===== config.mk =====
export PLATFORM = sky130hd
export DESIGN_NAME = cft_core
export DESIGN_NICKNAME = d
export VERILOG_FILES = /design/src/rtl/cft_isa_pkg.sv /design/src/rtl/cft_bus_pkg.sv /design/src/rtl/skip_unit.sv /design/src/rtl/alu_flags.sv /design/src/rtl/micro_sequencer.sv /design/src/rtl/shared_ram.sv /design/src/rtl/cft_core.sv
export SDC_FILE = /design/constraint.sdc
export NUM_CORES = 2
export LEC_CHECK = 0
export BUFFER_PORTS_ARGS = -buffer_cell sky130_fd_sc_hd__buf_2
export CORE_MARGIN = 10
export CORE_UTILIZATION = 30
export CTS_CLUSTER_SIZE = 16
export DETAILED_ROUTE_END_ITERATION = 7
export HOLD_SLACK_MARGIN = 0.12
export PLACE_DENSITY_LB_ADDON = 0.25
export SKIP_LAST_GASP = 1
export SYNTH_ARGS = -nofsm -noshare
export SYNTH_HDL_FRONTEND = slang
export SYNTH_SLANG_ARGS = --single-unit

===== constraint.sdc =====
create_clock -name clk4 -period 7.8 [get_ports clk4]
set_input_delay 0.78 -clock clk4 [delete_from_list [all_inputs] [get_ports clk4]]
set_output_delay 0.78 -clock clk4 [all_outputs]
set_load 0.1 [all_outputs]

===== src/rtl/cft_isa_pkg.sv =====
package cft_isa_pkg;

   ////////////////////////////////////////////////////////////////////////////
   // Word and instruction field layout
   ////////////////////////////////////////////////////////////////////////////

   localparam int word_w      = 16;   // Data and instruction width
   localparam int opc_lsb     = 12;   // Opcode lives in ir[15:12]
   localparam int jcond_lsb   = 8;    // JMP condition select in ir[11:8]
   localparam int skp_inv_bit = 4;    // SKP result inversion
   localparam int skp_mask_w  = 4;    // SKP flag mask in ir[3:0]

   // Instruction opcodes, codes 8..15 behave as HLT
   typedef enum logic [3:0] {
      OP_HLT = 4'd0,
      OP_LDA,
      OP_ADD,
      OP_SUB,
      OP_AND,
      OP_STA,
      OP_SKP,
      OP_JMP
   } opcode_t;

   // Micro-level skip condition codes
   // Low group 0xxx: idle plus IR taps (unused), high group 1xxx: reserved and flags
   typedef enum logic [3:0] {
      COND_IDLE  = 4'b0000,   // Always skip
      COND_NEVER = 4'b1000,   // Reserved input, never skip
      COND_FV    = 4'b1011,
      COND_FL    = 4'b1100,
      COND_FZ    = 4'b1101,
      COND_FN    = 4'b1110,
      COND_SKP   = 4'b1111    // Instruction mask test
   } cond_t;

   // Processor flags
   typedef struct packed {
      logic v;   // Signed overflow
      logic l;   // Link, carry out
      logic z;   // Zero
      logic n;   // Negative
   } flags_t;

   // ALU operations issued by the sequencer
   typedef enum logic [2:0] {
      ALU_NOP,
      ALU_LOAD,
      ALU_ADD,
      ALU_SUB,
      ALU_AND
   } alu_op_t;

endpackage


===== src/rtl/cft_bus_pkg.sv =====
package cft_bus_pkg;

   ////////////////////////////////////////////////////////////////////////////
   // Shared memory bus
   ////////////////////////////////////////////////////////////////////////////

   localparam int addr_w    = 8;                     // Word address width
   localparam int data_w    = cft_isa_pkg::word_w;   // Same as machine word
   localparam int ram_words = 256;                   // Full 8-bit space

   // One master's request, held as a level until granted
   // rd and wr are never both set by a well-behaved master
   typedef struct packed {
      logic              rd;      // Read strobe level
      logic              wr;      // Write strobe level
      logic [addr_w-1:0] addr;    // Word address
      logic [data_w-1:0] wdata;   // Store data, ignored on reads
   } mem_req_t;

   // Width of a full request, handy for the bus monitors
   localparam int req_w = $bits(mem_req_t);

endpackage


===== src/rtl/skip_unit.sv =====
`timescale 1ns/10ps

module skip_unit (
   input  logic                           clk4,
   input  logic                           rst,
   input  cft_isa_pkg::cond_t             cond,
   input  logic [cft_isa_pkg::word_w-1:0] ir,
   input  cft_isa_pkg::flags_t            flags,
   output logic                           nskip
);
   import cft_isa_pkg::*;

   logic [3:0]            cond_bits;    // Raw condition code
   logic [skp_mask_w-1:0] flag_vec;     // Flags in mask bit order
   logic                  mask_hit;     // Any selected flag set
   logic                  branch_hit;   // SKP test after inversion
   logic                  skip_lo;      // Low mux group, codes 0xxx
   logic                  skip_hi;      // High mux group, codes 1xxx
   logic                  skip;         // Selected skip decision, active high

   assign cond_bits = cond;

   ////////////////////////////////////////////////////////////////////////////
   // Instruction flag test
   ////////////////////////////////////////////////////////////////////////////

   // Mask bit 0 tests v, bit 3 tests n
   assign flag_vec   = {flags.n, flags.z, flags.l, flags.v};
   assign mask_hit   = |(flag_vec & ir[skp_mask_w-1:0]);
   assign branch_hit = mask_hit ^ ir[skp_inv_bit];   // Optional negation

   ////////////////////////////////////////////////////////////////////////////
   // Condition multiplexing, two groups of eight
   ////////////////////////////////////////////////////////////////////////////

   always_comb begin
      case (cond_bits[2:0])
         3'b000:  skip_lo = 1'b1;   // Idle, always true
         default: skip_lo = 1'b0;   // IR taps not used here
      endcase
   end

   always_comb begin
      case (cond_bits[2:0])
         3'b011:  skip_hi = flags.v;
         3'b100:  skip_hi = flags.l;
         3'b101:  skip_hi = flags.z;
         3'b110:  skip_hi = flags.n;
         3'b111:  skip_hi = branch_hit;   // SKP instruction logic
         default: skip_hi = 1'b0;         // Reserved inputs read as never
      endcase
   end

   assign skip = cond_bits[3] ? skip_hi : skip_lo;

   // Hold the decision for the next micro-step
   always_ff @(posedge clk4) begin
      if (rst) begin
         nskip <= 1'b1;        // No skip pending out of reset
      end else begin
         nskip <= ~skip;       // Active low
      end
   end

endmodule


===== src/rtl/alu_flags.sv =====
`timescale 1ns/10ps

module alu_flags (
   input  logic                           clk4,
   input  logic                           rst,
   input  cft_isa_pkg::alu_op_t           op,
   input  logic [cft_isa_pkg::word_w-1:0] operand,
   output logic [cft_isa_pkg::word_w-1:0] acc,
   output cft_isa_pkg::flags_t            flags
);
   import cft_isa_pkg::*;

   logic [word_w:0]   sum;          // Extra bit holds carry out
   logic [word_w-1:0] result;       // Next accumulator value
   flags_t            flags_nxt;

   ////////////////////////////////////////////////////////////////////////////
   // Result and flag logic
   ////////////////////////////////////////////////////////////////////////////

   always_comb begin
      sum       = '0;
      result    = acc;
      flags_nxt = flags;
      case (op)
         ALU_LOAD: begin
            result = operand;
         end
         ALU_ADD: begin
            sum         = {1'b0, acc} + {1'b0, operand};
            result      = sum[word_w-1:0];
            flags_nxt.l = sum[word_w];
            // Same-sign inputs, different-sign result
            flags_nxt.v = (acc[word_w-1] == operand[word_w-1]) &&
                          (result[word_w-1] != acc[word_w-1]);
         end
         ALU_SUB: begin
            // acc + ~operand + 1, carry out is the inverted borrow
            sum         = {1'b0, acc} + {1'b0, ~operand} + 1'b1;
            result      = sum[word_w-1:0];
            flags_nxt.l = sum[word_w];
            flags_nxt.v = (acc[word_w-1] != operand[word_w-1]) &&
                          (result[word_w-1] != acc[word_w-1]);
         end
         ALU_AND: begin
            result      = acc & operand;
            flags_nxt.v = 1'b0;            // l kept
         end
         default: ;                        // NOP holds everything
      endcase
      if (op != ALU_NOP) begin
         flags_nxt.z = (result == '0);
         flags_nxt.n = result[word_w-1];
      end
   end

   always_ff @(posedge clk4) begin
      if (rst) begin
         acc   <= '0;
         flags <= '0;
      end else if (op != ALU_NOP) begin
         acc   <= result;
         flags <= flags_nxt;
      end
   end

endmodule


===== src/rtl/micro_sequencer.sv =====
`timescale 1ns/10ps

module micro_sequencer (
   input  logic                           clk4,
   input  logic                           rst,
   input  logic                           run,
   input  logic                           nskip,
   input  logic [cft_isa_pkg::word_w-1:0] acc,
   input  logic [cft_isa_pkg::word_w-1:0] mem_rdata,
   input  logic                           mem_gnt,
   output cft_bus_pkg::mem_req_t          mem_req,
   output logic [cft_isa_pkg::word_w-1:0] ir,
   output cft_isa_pkg::cond_t             cond,
   output cft_isa_pkg::alu_op_t           alu_op,
   output logic                           halted
);
   import cft_isa_pkg::*;
   import cft_bus_pkg::*;

   typedef enum logic [3:0] {
      S_IDLE,
      S_FETCH,    // Read at pc, wait for grant
      S_LOADIR,   // Capture instruction, pc + 1
      S_DECODE,
      S_READ,     // Operand read, wait for grant
      S_EXEC,     // ALU op on returned data
      S_WRITE,    // Store acc, wait for grant
      S_TEST,     // Present condition to skip unit
      S_APPLY,    // Use registered nskip
      S_HALTED
   } seq_state_t;

   seq_state_t        state;
   seq_state_t        state_nxt;
   logic [addr_w-1:0] pc;
   opcode_t           opc;
   logic [3:0]        jcond;   // JMP condition select

   assign opc    = opcode_t'(ir[opc_lsb +: 4]);
   assign jcond  = ir[jcond_lsb +: 4];
   assign halted = (state == S_HALTED);

   ////////////////////////////////////////////////////////////////////////////
   // Control FSM
   ////////////////////////////////////////////////////////////////////////////

   always_comb begin
      state_nxt = state;
      case (state)
         S_IDLE:   if (run) state_nxt = S_FETCH;
         S_FETCH:  if (mem_gnt) state_nxt = S_LOADIR;
         S_LOADIR: state_nxt = S_DECODE;
         S_DECODE: begin
            case (opc)
               OP_LDA, OP_ADD, OP_SUB, OP_AND: state_nxt = S_READ;
               OP_STA:                         state_nxt = S_WRITE;
               OP_SKP, OP_JMP:                 state_nxt = S_TEST;
               default:                        state_nxt = S_HALTED;   // HLT and undefined
            endcase
         end
         S_READ:   if (mem_gnt) state_nxt = S_EXEC;
         S_EXEC:   state_nxt = S_FETCH;
         S_WRITE:  if (mem_gnt) state_nxt = S_FETCH;
         S_TEST:   state_nxt = S_APPLY;
         S_APPLY:  state_nxt = S_FETCH;
         S_HALTED: if (!run) state_nxt = S_IDLE;
         default:  state_nxt = S_IDLE;
      endcase
   end

   always_ff @(posedge clk4) begin
      if (rst) begin
         state <= S_IDLE;
         pc    <= '0;
      end else begin
         state <= state_nxt;
         if (state == S_LOADIR) begin
            pc <= pc + 1'b1;
         end
         if (state == S_APPLY && !nskip) begin
            if (opc == OP_JMP) begin
               pc <= ir[addr_w-1:0];   // Branch taken
            end else begin
               pc <= pc + 1'b1;        // SKP hops one word
            end
         end
      end
   end

   // Instruction register, loaded from the word returned after the fetch grant
   always_ff @(posedge clk4) begin
      if (state == S_LOADIR) begin
         ir <= mem_rdata;
      end
   end

   ////////////////////////////////////////////////////////////////////////////
   // Bus request, condition code and ALU op
   ////////////////////////////////////////////////////////////////////////////

   // Derived from state and held registers only, so a waiting request stays put
   always_comb begin
      mem_req = '0;
      case (state)
         S_FETCH: begin
            mem_req.rd   = 1'b1;
            mem_req.addr = pc;
         end
         S_READ: begin
            mem_req.rd   = 1'b1;
            mem_req.addr = ir[addr_w-1:0];
         end
         S_WRITE: begin
            mem_req.wr    = 1'b1;
            mem_req.addr  = ir[addr_w-1:0];
            mem_req.wdata = acc;
         end
         default: ;
      endcase
   end

   always_comb begin
      cond = COND_IDLE;   // Idle micro-code between tests
      if (state == S_TEST) begin
         if (opc == OP_SKP) begin
            cond = COND_SKP;
         end else begin
            case (jcond)
               4'd0:    cond = COND_IDLE;    // Unconditional
               4'd1:    cond = COND_FV;
               4'd2:    cond = COND_FL;
               4'd3:    cond = COND_FZ;
               4'd4:    cond = COND_FN;
               default: cond = COND_NEVER;
            endcase
         end
      end
   end

   always_comb begin
      alu_op = ALU_NOP;
      if (state == S_EXEC) begin
         case (opc)
            OP_LDA:  alu_op = ALU_LOAD;
            OP_ADD:  alu_op = ALU_ADD;
            OP_SUB:  alu_op = ALU_SUB;
            OP_AND:  alu_op = ALU_AND;
            default: alu_op = ALU_NOP;
         endcase
      end
   end

endmodule


===== src/rtl/shared_ram.sv =====
`timescale 1ns/10ps

module shared_ram (
   input  logic                           clk4,
   input  logic                           rst,
   input  cft_bus_pkg::mem_req_t          host_req,
   input  cft_bus_pkg::mem_req_t          core_req,
   output logic [cft_bus_pkg::data_w-1:0] host_rdata,
   output logic [cft_bus_pkg::data_w-1:0] core_rdata,
   output logic                           core_gnt
);
   import cft_bus_pkg::*;

   logic [data_w-1:0] mem [ram_words];   // Single-port array

   logic              host_act;    // Host owns the port this cycle
   logic              core_act;    // Core asking
   mem_req_t          sel_req;     // Winning request
   logic [data_w-1:0] rd_word;     // Array read at the winning address

   ////////////////////////////////////////////////////////////////////////////
   // Fixed-priority arbiter, host first
   ////////////////////////////////////////////////////////////////////////////

   assign host_act = host_req.rd | host_req.wr;
   assign core_act = core_req.rd | core_req.wr;
   assign core_gnt = core_act & ~host_act;   // Core waits out any host cycle

   assign sel_req = host_act ? host_req : core_req;
   assign rd_word = mem[sel_req.addr];

   // Writes land at the granted edge, none while in reset
   always_ff @(posedge clk4) begin
      if (!rst && sel_req.wr) begin
         mem[sel_req.addr] <= sel_req.wdata;
      end
   end

   // Read data is back the cycle after the grant, one register per master
   always_ff @(posedge clk4) begin
      if (host_req.rd) begin
         host_rdata <= rd_word;
      end
      if (core_gnt && core_req.rd) begin
         core_rdata <= rd_word;
      end
   end

endmodule


===== src/rtl/cft_core.sv =====
`timescale 1ns/10ps

module cft_core (
   input  logic                           clk4,
   input  logic                           rst,
   input  logic                           run,
   input  cft_bus_pkg::mem_req_t          host_req,
   output logic [cft_bus_pkg::data_w-1:0] host_rdata,
   output logic                           halted,
   output cft_isa_pkg::flags_t            flags
);
   import cft_isa_pkg::*;
   import cft_bus_pkg::*;

   mem_req_t          core_req;     // Sequencer side of the bus
   logic [data_w-1:0] core_rdata;
   logic              core_gnt;
   logic [word_w-1:0] ir;
   logic [word_w-1:0] acc;          // Also the store data
   cond_t             cond;
   alu_op_t           alu_op;
   logic              nskip;        // Registered skip decision

   ////////////////////////////////////////////////////////////////////////////
   // Datapath and control
   ////////////////////////////////////////////////////////////////////////////

   micro_sequencer u_seq (
      .clk4      (clk4),
      .rst       (rst),
      .run       (run),
      .nskip     (nskip),
      .acc       (acc),
      .mem_rdata (core_rdata),
      .mem_gnt   (core_gnt),
      .mem_req   (core_req),
      .ir        (ir),
      .cond      (cond),
      .alu_op    (alu_op),
      .halted    (halted)
   );

   // Operand comes straight from the core read register
   alu_flags u_alu (
      .clk4    (clk4),
      .rst     (rst),
      .op      (alu_op),
      .operand (core_rdata),
      .acc     (acc),
      .flags   (flags)
   );

   skip_unit u_sbu (
      .clk4  (clk4),
      .rst   (rst),
      .cond  (cond),
      .ir    (ir),
      .flags (flags),
      .nskip (nskip)
   );

   shared_ram u_ram (
      .clk4       (clk4),
      .rst        (rst),
      .host_req   (host_req),
      .core_req   (core_req),
      .host_rdata (host_rdata),
      .core_rdata (core_rdata),
      .core_gnt   (core_gnt)
   );

endmodule


==> results.ini <==
[run_status]
status = complete, but fails checks
violations = DRC, capacitance limit, slew limit

[cells_and_area]
final_layout_size_suffix_gt1_share_pct = 17.0
final-seq-area_sq_mm = 0.125
nFillCells = 49800
stdcell_count = 17500
multiInputGateArea_sq_mm = 0.0326
area.growth.synth_to_final_pct = 16.7
final_nets = 10200

[global_routing]
grt_antenna_before_repair = 62
grt_pass1_vias = 97200
grt_max_degree = 174
grt_first_pass_wirelength_microns = 854000
grt_usage_pct = 21.5
gr-total-overflow = 0

[logic_synthesis]
synthArstFlopShare_pct = 0
yosys.area_share.simple_pct = 4.88
yosys_warnings = 0
yosys_register_bits = 4176
synth_compound_area_share_pct = 11.9
synthMuxAreaShare_pct = 2.58
avgSynthCellArea_sq_um = 16.5
synth_fp_nets = 9753
yosysTopAreaCellShare_pct = 77.9
synth_top_family_by_area = compound AO/OA/AOI/OAI gates
synthTopCellsByArea = edfxtp_1, a221oi_1, a222oi_1, nand2_1, a21oi_1
syn_inst = 9688
synth_xor_area_share_pct = 0.0822
synth_edf_count = 4144
synth_top_area_cell = edfxtp_1
synthAdderAreaFrac_pct = 0.291
synthesis.area_sq_mm = 0.160
synth.distinct_cells = 90
seq_area_frac_synth_pct = 78.3
ys.flop_type = edfxtp_1

[clocking]
cts_sinks = 4176
htreeDepth = 5
numCtsBuffers = 431
post_cts_buffers = 0
root_buffer = clkbuf_16
path_clk_slew_ps = 60
cts_buffer_depth = 4
clock_latency_ps = 1040
tritoncts = done

[timing]
clock_skew_ps = 68.6
grt_setup_unrepaired = no
finalCriticalPeriod_ps = 6890
fmax_mhz = 145
tightestPinTransition_ps = 1620
finalSetupViolations = 0
slew_headroom_pct = -8.53
tns_ps = 0
period_share_pct = 88.3
hold_viol = 0
slew_viol_final = 4

[worst_setup_path]
r2r_start = u_seq.state[1]
critical_path.endpoint_type = flip-flop
reg2reg_to = u_ram.host_rdata[0]
rr_worst_depth = 13
slowest_delay_ps = 760
worstSetupStartpointType = input pin
crit_top_cell = buf_4
path_cells = buf_2 -> or2_2 -> and2_1 -> nor2_8 -> buf_12 -> buf_4 -> buf_4 -> mux2_2 -> a222oi_1 -> o22ai_1 -> a22oi_1 -> o221ai_1 -> a211oi_1 -> nand4_1
crit_type = input pin to flip-flop
crit_arrival_ps = 7600
slowest_stage = or2_2
rrSetupSlack_ps = 970
critical_path_required_ps = 8510
path_max_fanout = 26

[floorplan]
pin_count = 50
initial_core_util_pct = 30.2
dieArea_sq_mm = 0.562
die_height_microns = 750
coreArea_sq_mm = 0.530
die_w_microns = 750
rows = 267

[detailed_routing]
dr.pass1.iters = 8
wl_met1_microns = 247000
routed_wl_microns = 635000
wl_per_cell_microns = 36.3
drcViolationCount = 17
viasPerCell = 5.91
vias = 104000
dr.first_iter.drc_count = 19000
route.met3.wl_microns = 75400
top_layer_used = met5
ant_nets = 0
wl_met2_microns = 278000

[place]
dp_cells = 16700
hpwl_microns = 393000
gp_congestion = 0.944
port_buffers = 49

[pwr]
switching_share_pct = 24.2
internal-power_w = 0.0370
combinationalPowerShare_pct = 7.4
power.switching_w = 0.0118
max-vdd-ir-drop_uv = 189
clockPowerShare_pct = 41.5
seqPwrFrac_pct = 51.1
power_density_mw_per_mm2 = 262
power_w = 0.0488
p_leak_nw = 58.5

[min_path]
holdCritPathClass = input pin to flip-flop
hold_start = rst
holdPathStages = 3
min_to = u_seq.pc[6]

[job]
drv_cap = 2

-- routing by layer --
layer / GRT usage, % / up-vias
met4: 10.2 / 18
li1: - / 40700
met1: 29.3 / 54400
met3: 5.42 / 1201
met2: 32.3 / 7256
met5: 0 / -
-- worst max path at each step --
| stage | slack [ps] | startpoint | endpoint |
|---|---|---|---|
| 5_1_grt | 1190 | u_seq.state[0] | u_ram.core_rdata[13] |
| 6_report | 910 | host_req[25] | u_ram.host_rdata[0] |
| 2_1_floorplan | 1930 | host_req[24] | u_ram.mem[0][10] |
| 3_3_place_gp | 20 | host_req[25] | u_ram.core_rdata[13] |
| 3_5_place_dp | 180 | host_req[25] | u_ram.host_rdata[0] |
| 4_1_cts | 1290 | host_req[25] | u_ram.host_rdata[0] |
-- Yosys cell counts (all sizes together), types with 22 or more instances --
cell type / number
ha: 34
a211oi: 40
nor4: 34
o221ai: 49
nor2b: 22
dfxtp: 32
a221oi: 536
edfxtp: 4144
nor3: 77
a22o: 74
a21oi: 510
a222oi: 396
mux2: 187
mux2i: 154
nor2: 425
nand4: 27
buf: 400
or4: 25
nand2: 1017
inv: 29
o22ai: 248
a22oi: 138
nand3: 97
clkbuf: 310
a2111oi: 23
a31oi: 37
o21ai: 233
a221o: 57
-- power groups by stage --
stage / Clock [W] / Combinational, W / Sequential, W
global route: 0.0213 / 0.00368 / 0.0249
CTS: 0.0205 / 0.00353 / 0.0249
global placement: 0 / 0.00349 / 0.0254
finish: 0.0203 / 0.00362 / 0.0249
floorplan: 0 / 0.00161 / 0.0255
detailed placement: 0 / 0.00352 / 0.0254
-- logic make-up after synthesis --
group,after synthesis
compound gates,2536
xor+xnor,15
fa+ha+maj,36
buf+inv,739
flops,4176
mux,362
simple gates,1824
-- critical path: cells and delay by family --
| family | cells | cell delay, ps |
|---|---|---|
| AND/OR/NAND/NOR | 4 | 2200 |
| AO/OA/AOI/OAI | 5 | 2630 |
| buffers and inverters | 4 | 1490 |
| multiplexers | 1 | 370 |
-- flip-flops by register name (all words and copies together) (netlist names) --
name	count
u_seq.state	4
u_ram.core_rdata	16
u_alu.flags	4
u_sbu.nskip	1
u_seq.ir	16
u_seq.pc	8
u_ram.mem	4096
u_ram.host_rdata	16
u_alu.acc	15
-- what timing repair did --
action                    CTS  global route
resized for setup           0             0
hold endpoints to repair    1             0
hold buffers                1             0
-- final cells by class --
cell class,instances,share of cell area (%)
inverter,29,0.0584
timing repair buffer,718,3.34
clock inverter,262,1.30
antenna,34,0.0456
multi-input combinational,4773,17.5
tap,6994,4.69
clock buffer,530,6.02
sequential,4176,67.1
-- through the flow --
step	hold slack (ps)	setup WS (ps)	area, sq um	utilization [%]
after global placement	555	18.4	173000	32.6
after floorplan	478	1930	160000	-
after detailed placement	559	185	173000	32.6
after CTS	245	1290	186000	35.2
after global routing	312	1190	186000	35.2
final	309	914	186000	35.2
-- cells in the final DEF (no fill, tap or decap), types with 34 or more instances in the layout --
cell       instances
nor2_1           276
diode_2           34
nand3_1           97
a31oi_1           34
a222oi_1         396
buf_4            590
nor3_1            71
o221ai_1          49
clkinv_2          81
a211oi_1          36
buf_12            75
nand2_1          978
a22oi_1          138
a21oi_1          503
o22ai_1          247
o21ai_0          227
ha_1              34
clkinv_1         103
clkbuf_16        434
a221o_1           57
bufinv_16         35
buf_2             49
mux2_2           182
edfxtp_1        4144
mux2i_1          154
a22o_1            74
a221oi_1         532
nor2_2           138
clkbuf_1          96
No activity file was read; power rests on OpenSTA's default activity.
